==> src/verilog/spi_pkg.sv <==
// Shared register map and control word layout for the SPI master
package spi_pkg;

	// Wishbone word address width, covers five registers
	localparam int SPI_ADDR_W = 3;

	// Byte offsets of the registers
	localparam logic [7:0] REG_CTRL     = 8'h00; // Mode, order, length, select
	localparam logic [7:0] REG_PRESCALE = 8'h04; // Half-period divider
	localparam logic [7:0] REG_TXDATA   = 8'h08; // Write starts a transfer
	localparam logic [7:0] REG_RXDATA   = 8'h0C; // Read clears done
	localparam logic [7:0] REG_STATUS   = 8'h10; // Busy and done flags

	// Control word bit positions
	localparam int CTRL_CPOL   = 0; // Idle level of sck
	localparam int CTRL_CPHA   = 1; // Sample on second edge when set
	localparam int CTRL_LSB    = 2; // LSB first when set
	localparam int CTRL_LEN_LO = 3; // Length field, bits 4:3
	localparam int CTRL_SEL_LO = 5; // Slave select field, bits 7:5

	// Status word bit positions
	localparam int STAT_BUSY = 0;
	localparam int STAT_DONE = 1;

	// Transfer length codes
	typedef enum logic [1:0] {
		LEN_8  = 2'd0,
		LEN_16 = 2'd1,
		LEN_32 = 2'd2
	} spi_len_e;

	// Bit count of a length code; code 3 falls through to 32 bits
	function automatic logic [5:0] len_bits(input spi_len_e len);
		case (len)
			LEN_8:   return 6'd8;
			LEN_16:  return 6'd16;
			default: return 6'd32;
		endcase
	endfunction

endpackage
==> src/verilog/spi_master_top.sv <==
`timescale 1ns/1ps

// SPI master with a Wishbone classic host port
// Chain is regs -> divider -> engine, the top only wires them
module spi_master_top #(
	parameter int NUM_SS     = 4,
	parameter int PRESCALE_W = 24
) (
	input  logic                           clk,
	input  logic                           rst,
	input  logic                           wb_cyc,
	input  logic                           wb_stb,
	input  logic                           wb_we,
	input  logic [spi_pkg::SPI_ADDR_W-1:0] wb_adr,
	input  logic [31:0]                    wb_dat_i,
	input  logic [3:0]                     wb_sel,
	output logic [31:0]                    wb_dat_o,
	output logic                           wb_ack,
	output logic                           sck,
	output logic                           mosi,
	input  logic                           miso,
	output logic [NUM_SS-1:0]              ss
);
	import spi_pkg::*;

	// Register block outputs
	logic                      cpol;
	logic                      cpha;
	logic                      lsb_first;
	spi_len_e                  len;
	logic [$clog2(NUM_SS)-1:0] sel;
	logic [PRESCALE_W-1:0]     prescale;
	logic [31:0]               tx_word;
	logic                      start;

	// Engine and divider handshake
	logic        busy;
	logic        done_pulse;
	logic [31:0] rx_word;
	logic        div_run;
	logic        tick;

	spi_wb_regs #(
		.NUM_SS     (NUM_SS),
		.PRESCALE_W (PRESCALE_W)
	) u_regs (
		.clk        (clk),
		.rst        (rst),
		.wb_cyc     (wb_cyc),
		.wb_stb     (wb_stb),
		.wb_we      (wb_we),
		.wb_adr     (wb_adr),
		.wb_dat_i   (wb_dat_i),
		.wb_sel     (wb_sel),
		.wb_dat_o   (wb_dat_o),
		.wb_ack     (wb_ack),
		.busy       (busy),
		.done_pulse (done_pulse),
		.rx_word    (rx_word),
		.cpol       (cpol),
		.cpha       (cpha),
		.lsb_first  (lsb_first),
		.len        (len),
		.sel        (sel),
		.prescale   (prescale),
		.tx_word    (tx_word),
		.start      (start)
	);

	spi_clk_div #(
		.PRESCALE_W (PRESCALE_W)
	) u_div (
		.clk      (clk),
		.rst      (rst),
		.run      (div_run),
		.prescale (prescale),
		.tick     (tick)
	);

	spi_shift_engine #(
		.NUM_SS (NUM_SS)
	) u_engine (
		.clk        (clk),
		.rst        (rst),
		.start      (start),
		.cpol       (cpol),
		.cpha       (cpha),
		.lsb_first  (lsb_first),
		.len        (len),
		.sel        (sel),
		.tx_word    (tx_word),
		.tick       (tick),
		.miso       (miso),
		.div_run    (div_run),
		.busy       (busy),
		.done_pulse (done_pulse),
		.rx_word    (rx_word),
		.sck        (sck),
		.mosi       (mosi),
		.ss         (ss)
	);

endmodule

==> src/verilog/spi_shift_engine.sv <==
`timescale 1ns/1ps

// SPI transfer FSM
// Each tick is one sck edge, 2*bits edges then a closing tick that frees ss
module spi_shift_engine #(
	parameter int NUM_SS = 4
) (
	input  logic                      clk,
	input  logic                      rst,
	input  logic                      start,
	input  logic                      cpol,
	input  logic                      cpha,
	input  logic                      lsb_first,
	input  spi_pkg::spi_len_e         len,
	input  logic [$clog2(NUM_SS)-1:0] sel,
	input  logic [31:0]               tx_word,
	input  logic                      tick,
	input  logic                      miso,
	output logic                      div_run,
	output logic                      busy,
	output logic                      done_pulse,
	output logic [31:0]               rx_word,
	output logic                      sck,
	output logic                      mosi,
	output logic [NUM_SS-1:0]         ss
);
	import spi_pkg::*;

	// Settings latched at start
	logic        cpol_q;
	logic        cpha_q;
	logic        lsb_q;
	logic [5:0]  bits_q;

	logic [6:0]  edge_cnt;  // Edges done so far, up to 64
	logic [6:0]  edge_num;  // Number of the edge this tick makes
	logic        last_tick; // Closing tick after the final edge
	logic        sample_edge;
	logic        shift_edge;
	logic        sck_q;
	logic [31:0] tx_sr;
	logic [31:0] rx_sr;
	logic [5:0]  load_sh;
	logic [NUM_SS-1:0] ss_q; // All high outside a transfer

	assign div_run   = busy; // Divider runs for the whole transfer
	assign edge_num  = edge_cnt + 7'd1;
	assign last_tick = (edge_cnt == {bits_q, 1'b0});

	// Mode 0/2 samples on odd edges, mode 1/3 on even edges
	assign sample_edge = cpha_q ? !edge_num[0] : edge_num[0];
	// Edge 1 in mode 1/3 keeps the first bit already on mosi
	assign shift_edge  = cpha_q ? (edge_num[0] && (edge_cnt != 7'd0)) : !edge_num[0];

	// Shift needed to put an MSB-first word at the top of the register
	assign load_sh = 6'd32 - len_bits(len);

	// Outputs
	assign sck  = busy ? sck_q : cpol; // Rest level follows the control word
	assign mosi = busy ? (lsb_q ? tx_sr[0] : tx_sr[31]) : 1'b1;
	assign ss   = ss_q;

	// LSB-first data arrives at the top, move it down
	assign rx_word = lsb_q ? (rx_sr >> (6'd32 - bits_q)) : rx_sr;

	always_ff @(posedge clk) begin
		done_pulse <= 1'b0;
		if (rst) begin
			busy     <= 1'b0;
			edge_cnt <= '0;
			sck_q    <= 1'b0;
			ss_q     <= '1;
			cpol_q   <= 1'b0;
			cpha_q   <= 1'b0;
			lsb_q    <= 1'b0;
			bits_q   <= 6'd8;
		end else if (!busy) begin
			if (start) begin
				busy     <= 1'b1;
				edge_cnt <= '0;
				cpol_q   <= cpol;
				cpha_q   <= cpha;
				lsb_q    <= lsb_first;
				bits_q   <= len_bits(len);
				sck_q    <= cpol;
				for (int i = 0; i < NUM_SS; i++)
					ss_q[i] <= (i != sel); // Only the chosen slave goes low
			end
		end else if (tick) begin
			if (last_tick) begin
				busy       <= 1'b0; // Falls together with done_pulse
				done_pulse <= 1'b1;
				ss_q       <= '1;
				sck_q      <= cpol_q;
			end else begin
				edge_cnt <= edge_num;
				sck_q    <= !sck_q;
			end
		end
	end

	// Shift registers, loaded at start
	always_ff @(posedge clk) begin
		if (start && !busy) begin
			tx_sr <= lsb_first ? tx_word : (tx_word << load_sh);
			rx_sr <= '0; // Short words come out zero-extended
		end else if (busy && tick && !last_tick) begin
			if (shift_edge)
				tx_sr <= lsb_q ? (tx_sr >> 1) : (tx_sr << 1);
			if (sample_edge)
				rx_sr <= lsb_q ? {miso, rx_sr[31:1]} : {rx_sr[30:0], miso};
		end
	end

	a_one_ss: assert property (@(posedge clk) disable iff (rst)
		$onehot0(~ss))
		else $error("More than one slave select low");

	// Slave select released by the cycle busy drops
	a_ss_in_busy: assert property (@(posedge clk) disable iff (rst)
		(ss != '1) |-> busy)
		else $error("Slave select low outside a transfer");

endmodule

==> src/verilog/spi_clk_div.sv <==
`timescale 1ns/1ps

// Half-period tick generator for the SPI engine
// One tick every prescale+1 clocks while run is high
module spi_clk_div #(
	parameter int PRESCALE_W = 24
) (
	input  logic                  clk,
	input  logic                  rst,
	input  logic                  run,
	input  logic [PRESCALE_W-1:0] prescale,
	output logic                  tick
);

	logic [PRESCALE_W-1:0] cnt; // Clocks into the current half period
	logic                  wrap;

	assign wrap = (cnt == prescale);
	assign tick = run && wrap; // Also high on the first cycle when prescale is 0

	always_ff @(posedge clk) begin
		if (rst) begin
			cnt <= '0;
		end else if (!run) begin
			cnt <= '0; // Idle, next run starts a full half period
		end else if (wrap) begin
			cnt <= '0;
		end else begin
			cnt <= cnt + 1'b1;
		end
	end

	// A tick needs a run that began at least prescale clocks before,
	// unless the divider is bypassed
	a_tick_in_run: assert property (@(posedge clk) disable iff (rst)
		tick |-> run && ((prescale == '0) || $past(run)))
		else $error("Divider tick outside a running transfer");

endmodule

==> src/verilog/spi_wb_regs.sv <==
`timescale 1ns/1ps

// Wishbone classic register file for the SPI master
module spi_wb_regs #(
	parameter int NUM_SS     = 4,
	parameter int PRESCALE_W = 24
) (
	input  logic                        clk,
	input  logic                        rst,
	input  logic                        wb_cyc,
	input  logic                        wb_stb,
	input  logic                        wb_we,
	input  logic [spi_pkg::SPI_ADDR_W-1:0] wb_adr,
	input  logic [31:0]                 wb_dat_i,
	input  logic [3:0]                  wb_sel,
	output logic [31:0]                 wb_dat_o,
	output logic                        wb_ack,
	input  logic                        busy,
	input  logic                        done_pulse,
	input  logic [31:0]                 rx_word,
	output logic                        cpol,
	output logic                        cpha,
	output logic                        lsb_first,
	output spi_pkg::spi_len_e           len,
	output logic [$clog2(NUM_SS)-1:0]   sel,
	output logic [PRESCALE_W-1:0]       prescale,
	output logic [31:0]                 tx_word,
	output logic                        start
);
	import spi_pkg::*;

	// Word indexes of the byte offsets
	localparam logic [SPI_ADDR_W-1:0] A_CTRL     = REG_CTRL[SPI_ADDR_W+1:2];
	localparam logic [SPI_ADDR_W-1:0] A_PRESCALE = REG_PRESCALE[SPI_ADDR_W+1:2];
	localparam logic [SPI_ADDR_W-1:0] A_TXDATA   = REG_TXDATA[SPI_ADDR_W+1:2];
	localparam logic [SPI_ADDR_W-1:0] A_RXDATA   = REG_RXDATA[SPI_ADDR_W+1:2];
	localparam logic [SPI_ADDR_W-1:0] A_STATUS   = REG_STATUS[SPI_ADDR_W+1:2];

	logic [7:0]  ctrl_q;  // Only byte lane 0 is implemented
	logic [31:0] rx_q;    // Last received word
	logic        done_q;  // Sticky done flag
	logic [31:0] rd_data;
	logic        req;
	logic        wr;
	logic        lock;

	// New request only, so the ack stays one cycle wide
	assign req  = wb_cyc && wb_stb && !wb_ack;
	assign wr   = req && wb_we;
	assign lock = busy || start; // Settings frozen from start to end of transfer

	// Control fields to the engine
	assign cpol      = ctrl_q[CTRL_CPOL];
	assign cpha      = ctrl_q[CTRL_CPHA];
	assign lsb_first = ctrl_q[CTRL_LSB];
	assign len       = spi_len_e'(ctrl_q[CTRL_LEN_LO +: 2]);
	assign sel       = ctrl_q[CTRL_SEL_LO +: $clog2(NUM_SS)];

	// Read mux, unmapped words read zero
	always_comb begin
		rd_data = '0;
		case (wb_adr)
			A_CTRL:     rd_data[7:0] = ctrl_q;
			A_PRESCALE: rd_data[PRESCALE_W-1:0] = prescale;
			A_TXDATA:   rd_data = tx_word;
			A_RXDATA:   rd_data = rx_q;
			A_STATUS: begin
				rd_data[STAT_BUSY] = lock; // Reads busy right after the TXDATA write
				rd_data[STAT_DONE] = done_q;
			end
			default: ;
		endcase
	end

	always_ff @(posedge clk) begin
		if (rst) begin
			wb_ack   <= 1'b0;
			start    <= 1'b0;
			ctrl_q   <= '0;
			prescale <= '0;
			tx_word  <= '0;
			rx_q     <= '0;
			done_q   <= 1'b0;
		end else begin
			wb_ack <= req; // Ack in the cycle after the request
			start  <= wr && (wb_adr == A_TXDATA) && !lock;

			if (wr && (wb_adr == A_CTRL) && !lock && wb_sel[0])
				ctrl_q <= wb_dat_i[7:0];

			// Byte enables per prescale bit
			if (wr && (wb_adr == A_PRESCALE) && !lock) begin
				for (int i = 0; i < PRESCALE_W; i++)
					if (wb_sel[i/8])
						prescale[i] <= wb_dat_i[i];
			end

			// TXDATA while busy is acked and dropped
			if (wr && (wb_adr == A_TXDATA) && !lock) begin
				for (int b = 0; b < 4; b++)
					if (wb_sel[b])
						tx_word[8*b +: 8] <= wb_dat_i[8*b +: 8];
			end

			if (done_pulse)
				rx_q <= rx_word; // Engine word valid only with the pulse

			if (done_pulse)
				done_q <= 1'b1;
			else if (req && !wb_we && (wb_adr == A_RXDATA))
				done_q <= 1'b0; // Cleared by reading the data
		end
	end

	// Read data lands in the ack cycle
	always_ff @(posedge clk) begin
		if (req)
			wb_dat_o <= rd_data;
	end

	a_ack_needs_req: assert property (@(posedge clk) disable iff (rst)
		$rose(wb_ack) |-> $past(wb_cyc && wb_stb))
		else $error("wb_ack rose without a cyc and stb request");

endmodule

==> config.mk <==
export PLATFORM = sky130hd
export DESIGN_NAME = spi_master_top
export DESIGN_NICKNAME = d
export VERILOG_FILES = /design/src/verilog/spi_pkg.sv /design/src/verilog/spi_master_top.sv /design/src/verilog/spi_shift_engine.sv /design/src/verilog/spi_clk_div.sv /design/src/verilog/spi_wb_regs.sv
export SDC_FILE = /design/constraint.sdc
export NUM_CORES = 1
export LEC_CHECK = 0
export BUFFER_PORTS_ARGS = -buffer_cell sky130_fd_sc_hd__buf_4
export CAP_MARGIN = 20
export CORE_MARGIN = 2
export CORE_UTILIZATION = 50
export CTS_CLUSTER_DIAMETER = 80
export CTS_CLUSTER_SIZE = 20
export DETAILED_ROUTE_END_ITERATION = 10
export PLACE_DENSITY_LB_ADDON = 0.1
export SETUP_SLACK_MARGIN = 0.5
export SLEW_MARGIN = 40
export SYNTH_ARGS = -nofsm -noshare
export SYNTH_HDL_FRONTEND = slang
export SYNTH_HIERARCHICAL = 1
export SYNTH_SLANG_ARGS = --single-unit
==> constraint.sdc <==
create_clock -name clk -period 3.38 [get_ports clk]
set_input_delay 0.169 -clock clk [delete_from_list [all_inputs] [get_ports clk]]
set_output_delay 0.169 -clock clk [all_outputs]
set_load 0.02 [all_outputs]
==> results of run 1 <==
[state kept, by name, indices dropped and copies added, names as in the netlist, 7 cells and up]
name	cells
u_regs/wb_dat_o	32
u_regs/ctrl_q	8
u_regs/tx_word	32
u_engine/rx_sr	32
u_regs/prescale	24
u_div/cnt	24
u_regs/rx_q	32
u_engine/edge_cnt	7
u_engine/tx_sr	32
[cell families (layout without fill, tap and decap cells)]
logic type	Yosys count	in the layout	synth area share
mux	200	200	0.1686
simple gates	359	360	0.1652
compound gates	263	263	0.1494
flops	239	239	0.4330
xor+xnor	45	45	0.03265
fa+ha+maj	5	5	0.004993
buf+inv	127	174	0.04623
[layout by cell type, fill, tap and decap left out, types with 9 or more instances in the layout]
cell | synthesis | routed
edfxtp_1 | 64 | 64
a22o_1 | 16 | 16
a31oi_1 | 9 | 9
a211oi_1 | 54 | 54
inv_1 | 23 | 23
o221ai_1 | 16 | 16
a21oi_1 | 65 | 64
o31ai_1 | 9 | 9
o21ai_0 | 20 | 19
mux2_2 | 18 | 18
mux2i_1 | 175 | 175
xnor2_1 | 34 | 33
a22oi_1 | 17 | 17
o22ai_1 | 10 | 10
nand3_1 | 19 | 19
a2bb2oi_1 | 19 | 19
dlygate4sd3_1 | 0 | 22
xor2_1 | 9 | 9
nand2_1 | 48 | 47
buf_4 | 13 | 100
dfxtp_1 | 175 | 169
and2_1 | 11 | 11
clkbuf_16 | 0 | 17
nor2_1 | 76 | 76
nand4_1 | 17 | 17
nor2b_1 | 25 | 24
nand2b_1 | 101 | 100
[synthesized netlist by cell type, types with 23 or more instances]
cell / instances
dfxtp_1: 175
a21oi_1: 65
nor2b_1: 25
nand2b_1: 101
mux2i_1: 175
xnor2_1: 34
nor2_1: 76
a211oi_1: 54
edfxtp_1: 64
inv_1: 23
nand2_1: 48
buf_2: 31
clkbuf_1: 50
[per-layer routing]
layer | up-vias | global-route usage | wire, um
met3 | 37 | 0.02732 | 1673
li1 | 4642 | - | -
met1 | 4691 | 0.3821 | 16520
met4 | 0 | 0.05752 | 605
met5 | - | 0 | 0
met2 | 289 | 0.4021 | 15660
[final timing paths]
kind / slack [ns] / to / cells past startpoint
worst max-delay path: 0.66 / u_engine/tx_sr[21]$_DFFE_PP_ / 8
worst max register to register: 0.66 / u_engine/tx_sr[21]$_DFFE_PP_ / 8
worst min-delay path: 0.02 / u_regs/prescale[6]$_SDFFE_PP0P_ / 3
worst min register to register: 0.47 / u_engine/cpol_q$_SDFFE_PP0N_ / 2
[repair_timing]
action,4_1_cts,5_1_grt
gates resized for setup,0,7
endpoints found under the hold margin,33,1
endpoints found under the setup margin,0,63
hold buffers,21,1
[cell type report]
cell class                 count  area [um2]  share of cell area
tap                          324       405.4             0.02894
inverter                      23       86.33            0.006162
clock inverter                 3       25.02            0.001786
sequential                   239        5438              0.3881
clock buffer                  24       461.7             0.03296
timing repair buffer         124        1002             0.07154
multi-input combinational    873        6591              0.4705
[power breakdown]
part	switching, W	internal, W
Clock	0.00100	0.000964
Sequential	0.0000698	0.00298
Combinational	0.000206	0.000183
Total	0.00128	0.00412
[worst max-delay path, cell delays in order, from the launching register on]
cell       delay, ns
dfxtp_1         0.67
nor2_2          0.09
inv_1           0.30
ha_2            0.41
buf_4           0.26
nor4b_1         0.07
a31oi_1         0.20
a2bb2oi_1       0.33
a21oi_1         0.12
[per-stage QoR]
step | total power (W) | instances | util | hold slack [ns]
after floorplan | 0.003326 | 1238 | - | 0.3044
after global placement | 0.003474 | 1560 | 0.5421 | 0.4520
after detailed placement | 0.003477 | 1560 | 0.5424 | 0.4488
after CTS | 0.005452 | 1608 | 0.5709 | 0.001547
after global routing | 0.005599 | 1610 | 0.5727 | 0.009836
final | 0.005399 | 1610 | 0.5727 | 0.02303
==> out/qor.yml, run 1 <==
cts:
  htree_levels: 1
  cts_setup_buffers: 0
  path_clk_slew_ns: 0.08
  cts_buffers: 16
  cts_tree: "yes"
  clock_latency_ns: 0.50
  root_buffer: "clkbuf_16"
  clock_path_buffers: 3
  cts.sinks: 239
min_path:
  timing.hold.worst.class: "in -> reg"
  min_from: "wb_dat_i[6]"
yosys:
  synthesis.nets: 1288
  yosysUniqueCellTypes: 65
  synth_edf_count: 64
  synth_top_area_cell: "dfxtp_1"
  synthTopCellsByArea: "dfxtp_1 (28%), edfxtp_1 (15%), mux2i_1 (14%), nand2b_1 (5.0%), a211oi_1 (3.2%)"
  synth_area_mm2: 0.01253
  synth.avg_cell_area_um2: 10.12
  synth_flop_cell: "dfxtp_1"
  synth_warnings: 6
  yosysSeqAreaShare: 0.4330
  ys_async_sr_fraction: 0
  synth.ff_latch_count: 239
  synth_top_area_frac: 0.2796
  synth_cells: 1238
layout:
  antenna_cells: 0
  fill_cells: 2160
  syn_to_final_growth_pct: 11.81
  fin_area_mm2: 0.01401
  nNetsFinal: 1327
  drive_gt1_frac: 0.1470
route:
  vias: 9659
  via_per_inst: 5.999
  ant_nets: 0
  drt_wl_total_um: 34460
  dr.pass1.iters: 6
  wl_per_cell_um: 21.40
  drtIter0Drc: 918
  post-route-drc-count: 0
placement:
  dp_slack_ns: 0.6127
  dpl_cell_area_mm2: 0.01327
  gp_congestion: 0.8694
  io_buffers: 83
  dpl.hpwl_um: 23930
worst_setup_path:
  setup.worst_path.start_class: "flip-flop"
  required_ns: 3.61
  crit_start: "u_regs/ctrl_q[3]$_SDFFE_PP0P_"
  regToRegStartpoint: "u_regs/ctrl_q[3]$_SDFFE_PP0P_"
  end_kind: "flip-flop"
  arrival_ns: 2.95
  critPathKind: "reg -> reg"
  path_max_fanout: 16
floorplan:
  core-area_mm2: 0.02446
  fp.dieH_um: 162.3
  die_w_um: 162.3
  rows: 57
  io-pin-count: 84
  dieArea_mm2: 0.02634
  initial_core_util: 0.5122
sta:
  skew_ns: 0.01889
  slew_violations: 0
  fmax_mhz: 367.3
  setup_tns_ns: 0
  fin_crit_sh: 0.8055
  setup_viol: 0
  hold_viol: 0
  final.setup.worst_slack_ns: 0.6574
  worst_pin_slew_ns: 0.9016
  rsz0062_at_grt: "false"
  period_needed_ns: 2.723
  relSlewSlack: 0.3989
status:
  status: "finished clean"
power:
  ir_drop_mv: 0.3034
  p_leak_nw: 5.241
  power_density_mw_per_mm2: 385.4
global_routing:
  antenna_found_initial: 0
  grt_max_degree: 76
  grtUsageTotal: 0.2563
  first_global_vias: 9049
  overflow: 0
  grt_pass1_wl_um: 53100
job:
  maxCapViolCount: 0
Note: power is estimated with default switching activity, not from simulation.
==> inputs of run 2 (changes only) <==
Settings changed: ABC_AREA set to 1.
Clock period 3.38 ns to 2.5 ns, I/O delays scaled along.
==> out/qor.yml, run 2 <==
worst_setup_path:
  setup.worst_path.start_class: "flip-flop"  # unchanged
  required_ns: 2.93  # was 3.61 ns
  worstReg2RegEnd: "u_engine/rx_sr[23]$_SDFFE_PN0P_"  # was u_engine/tx_sr[21]$_DFFE_PP_
  critPathKind: "reg -> reg"  # unchanged
  r2r_cells: 17  # was 8
  worstPathCellList: "inv_2, nand2_1, nand2_1, nor2_1, nand2_1, nor2_2, nand3_4, nor2_2, nand2_1, inv_2, buf_6, buf_6, nand3_4, clkbuf_16, nand2_1, nand2_1, nor2_1"  # was nor2_2, inv_1, ha_2, buf_4, nor4b_1, a31oi_1, a2bb2oi_1, a21oi_1
  end_kind: "flip-flop"  # unchanged
  regToRegStartpoint: "u_div/cnt[10]$_SDFF_PP0_"  # was u_regs/ctrl_q[3]$_SDFFE_PP0P_
  crit_path_max_incr_delay_ns: 0.38  # was 0.67 ns
  arrival_ns: 2.62  # was 2.95 ns
  r2r_slack_ns: 0.31  # was 0.66 ns
  slowest_stage: "dfxtp_2"  # was dfxtp_1
  cp_num_buf_inv: 5  # was 2
  cp_top_family: "simple AND/OR/NAND/NOR gates"  # was flip-flops
  path_common_cell: "nand2_1"
  path_max_fanout: 16  # unchanged
yosys:
  synth_flop_cell: "dfxtp_1"  # unchanged
  synthAdderAreaFrac: 0.004816  # was 0.004993
  synth_common_cells: "nand2_1 (469), nor2_1 (316), inv_1 (273), dfxtp_1 (175), o21ai_0 (150)"  # was dfxtp_1 (175), mux2i_1 (175), nand2b_1 (101), nor2_1 (76), a21oi_1 (65)
  synth.avg_cell_area_um2: 6.812  # was 10.12 um2
  synth-compound-area-share: 0.1275  # was 0.1494
  synth_top_family_by_area: "simple AND/OR/NAND/NOR gates"  # was multiplexers
  synthTopCellsByArea: "dfxtp_1 (27%), edfxtp_1 (15%), nand2_1 (14%), nor2_1 (9.1%), inv_1 (7.9%)"  # was dfxtp_1 (28%), edfxtp_1 (15%), mux2i_1 (14%), nand2b_1 (5.0%), a211oi_1 (3.2%)
  synth-simple-area-share: 0.3110  # was 0.1652
  synth.ff_latch_count: 239  # unchanged
  synth_warnings: 6  # unchanged
  synth_top_area_frac: 0.2697  # was 0.2796
  synthMostInstantiatedCell: "nand2_1"
  synth_mux_area_frac: 0.0007705  # was 0.1686
  yosysSeqAreaShare: 0.4176  # was 0.4330
  yosysUniqueCellTypes: 40  # was 65
  synth-xor-area-share: 0.01618  # was 0.03265
  synth_top_area_cell: "dfxtp_1"  # unchanged
  synth_edf_count: 64  # unchanged
  synth_cells: 1907  # was 1238
  ys_async_sr_fraction: 0  # unchanged
  synth_area_mm2: 0.01299  # was 0.01253 mm2
  synthesis.nets: 1957  # was 1288
layout:
  seq_area_mm2: 0.005488  # was 0.005438 mm2
  final_common_cell: "nand2_1"  # was mux2i_1
  drive_gt1_frac: 0.1535  # was 0.1470
  antenna_cells: 0  # unchanged
  syn_to_final_growth_pct: 18.39  # was 11.81%
  fin_util: 0.6073  # was 0.5727
  mostFrequentLayoutCells: "nand2_1 (450), nor2_1 (304), inv_1 (263)"  # was mux2i_1 (175), dfxtp_1 (169), buf_4 (100), nand2b_1 (100), nor2_1 (76)
  nNetsFinal: 2047  # was 1327
  finalNonFillerCells: 2337  # was 1610
  fill_cells: 2379  # was 2160
  multi_input_area_mm2: 0.006260  # was 0.006591 mm2
cts:
  clock_path_buffers: 3  # unchanged
  cts_buffers: 16  # unchanged
  clock_latency_ns: 0.50  # about the same
  cts.sinks: 239  # unchanged
  htree_levels: 1  # unchanged
  root_buffer: "clkbuf_16"  # unchanged
  cts_tree: "yes"  # unchanged
  path_clk_slew_ns: 0.09  # was 0.08 ns
route:
  dr.pass1.iters: 8  # was 6
  wl_per_cell_um: 16.36  # was 21.40 um
  vias: 12508  # was 9659
  drt_wl_total_um: 38240  # was 34460 um
  ant_nets: 0  # unchanged
  post-route-drc-count: 0  # unchanged
  drtIter0Drc: 1277  # was 918
  via_per_inst: 5.352  # was 5.999
global_routing:
  grtUsageTotal: 0.2716  # was 0.2563
  overflow: 0  # unchanged
  grt_pass1_wl_um: 59170  # was 53100 um
  grt_max_degree: 94  # was 76
  antenna_found_initial: 0  # unchanged
  first_global_vias: 11261  # was 9049
placement:
  io_buffers: 83  # unchanged
  dpl.hpwl_um: 26310  # was 23930 um
  dpl.cell_count: 2243  # was 1560
  gp_congestion: 0.9198  # was 0.8694
  dp_slack_ns: 0.1993  # was 0.6127 ns
sta:
  skew_ns: 0.02557  # was 0.01889 ns
  hold_viol: 0  # unchanged
  relSlewSlack: 0.5708  # was 0.3989
  period_needed_ns: 2.190  # was 2.723 ns
  fmax_mhz: 456.6  # was 367.3 MHz
  final.setup.worst_slack_ns: 0.3099  # was 0.6574 ns
  slew_violations: 0  # unchanged
  fin_crit_sh: 0.8760  # was 0.8055
  worst_pin_slew_ns: 0.6370  # was 0.9016 ns
  setup_viol: 0  # unchanged
  setup_tns_ns: 0  # unchanged
  rsz0062_at_grt: "true"  # was false
min_path:
  holdPathEnd: "u_regs/tx_word[10]$_SDFFE_PP0P_"  # was u_regs/prescale[6]$_SDFFE_PP0P_
  min_from: "wb_dat_i[10]"  # was wb_dat_i[6]
  timing.hold.worst.class: "in -> reg"  # unchanged
  min_path_cells: 5  # was 3
floorplan:
  fp.dieH_um: 165.2  # was 162.3 um
  rows: 58  # was 57
  io-pin-count: 84  # unchanged
  die_w_um: 165.2  # was 162.3 um
  initial_core_util: 0.5129  # was 0.5122
  dieArea_mm2: 0.02729  # was 0.02634 mm2
  core-area_mm2: 0.02533  # was 0.02446 mm2
power:
  ir_drop_mv: 0.5731  # was 0.3034 mV
  power_density_mw_per_mm2: 502.2  # was 385.4 mW/mm2
  p_leak_nw: 6.969  # was 5.241 nW
  design_power_total_w: 0.007723  # was 0.005399 W
status:
  status: "finished clean"  # unchanged
job:
  maxCapViolCount: 0  # unchanged
## run 2: what timing repair did
item	CTS	global route
endpoints found under the hold margin	45	0
pin swaps	6	27
hold buffers	34	0
endpoints found under the setup margin	101	137
gates cloned	1	5
gates resized for setup	48	77
setup buffers	10	16
## run 2: kinds of logic after synthesis
kind of cell | Yosys count
adder cells (fa/ha/maj) | 5
multiplexers | 1
buffers and inverters | 391
XOR/XNOR | 24
AND/OR/NAND/NOR | 951
AO/OA/AOI/OAI | 296
flip-flops | 239
## run 2: per-stage QoR
| stage | instance area, um2 | hold WS (ns) |
|---|---|---|
| final | 15380 | 0.01785 |
| after global routing | 15380 | 0.02801 |
| after CTS | 14900 | 0.003163 |
| after detailed placement | 13860 | 0.3944 |
| after global placement | 13860 | 0.3799 |
| after floorplan | 13090 | 0.1941 |
## run 2: worst register-to-register path, cell delays in order (launching register included)
cell,delay [ns]
dfxtp_2,0.38
inv_2,0.06
nand2_1,0.05
nand2_1,0.05
nor2_1,0.11
nand2_1,0.09
nor2_2,0.17
nand3_4,0.12
nor2_2,0.09
nand2_1,0.06
inv_2,0.10
buf_6,0.10
buf_6,0.09
nand3_4,0.18
clkbuf_16,0.27
nand2_1,0.07
nand2_1,0.04
nor2_1,0.09
## run 2: worst max path at each step
stage / cells past startpoint / endpoint / slack (ns) / startpoint
floorplan: 13 / u_engine/tx_sr[0]$_DFFE_PP_ / 0.49 / u_div/cnt[9]$_SDFF_PP0_
global placement: 14 / u_engine/tx_sr[25]$_DFFE_PP_ / 0.20 / u_div/cnt[16]$_SDFF_PP0_
detailed placement: 14 / u_engine/tx_sr[26]$_DFFE_PP_ / 0.20 / u_div/cnt[22]$_SDFF_PP0_
CTS: 14 / u_engine/tx_sr[26]$_DFFE_PP_ / 0.40 / u_regs/prescale[17]$_SDFFE_PP0P_
global route: 15 / u_engine/rx_sr[12]$_SDFFE_PN0P_ / 0.18 / u_div/cnt[3]$_SDFF_PP0_
finish: 17 / u_engine/rx_sr[23]$_SDFFE_PN0P_ / 0.31 / u_div/cnt[10]$_SDFF_PP0_
## run 2: per-layer routing
| layer | global-route usage | share of wire |
|---|---|---|
| met4 | 0.07431 | 0.029 |
| met5 | 0 | 0 |
| met2 | 0.4405 | 0.45 |
| met1 | 0.3889 | 0.46 |
| met3 | 0.02348 | 0.064 |
## run 2: final cells by class
type                    instances  area share
well taps                     330     0.02685
clock inverters                 3    0.001546
multi-input cells            1277      0.4070
clock buffers                  25     0.02969
inverters                     288     0.07143
flip-flops and latches        239      0.3568
repair buffers                175      0.1067
## run 2: report_power, final
group	internal (W)	switching [W]
Clock	0.00129	0.00138
Sequential	0.00407	0.000100
Combinational	0.000316	0.000564
Total	0.00568	0.00205
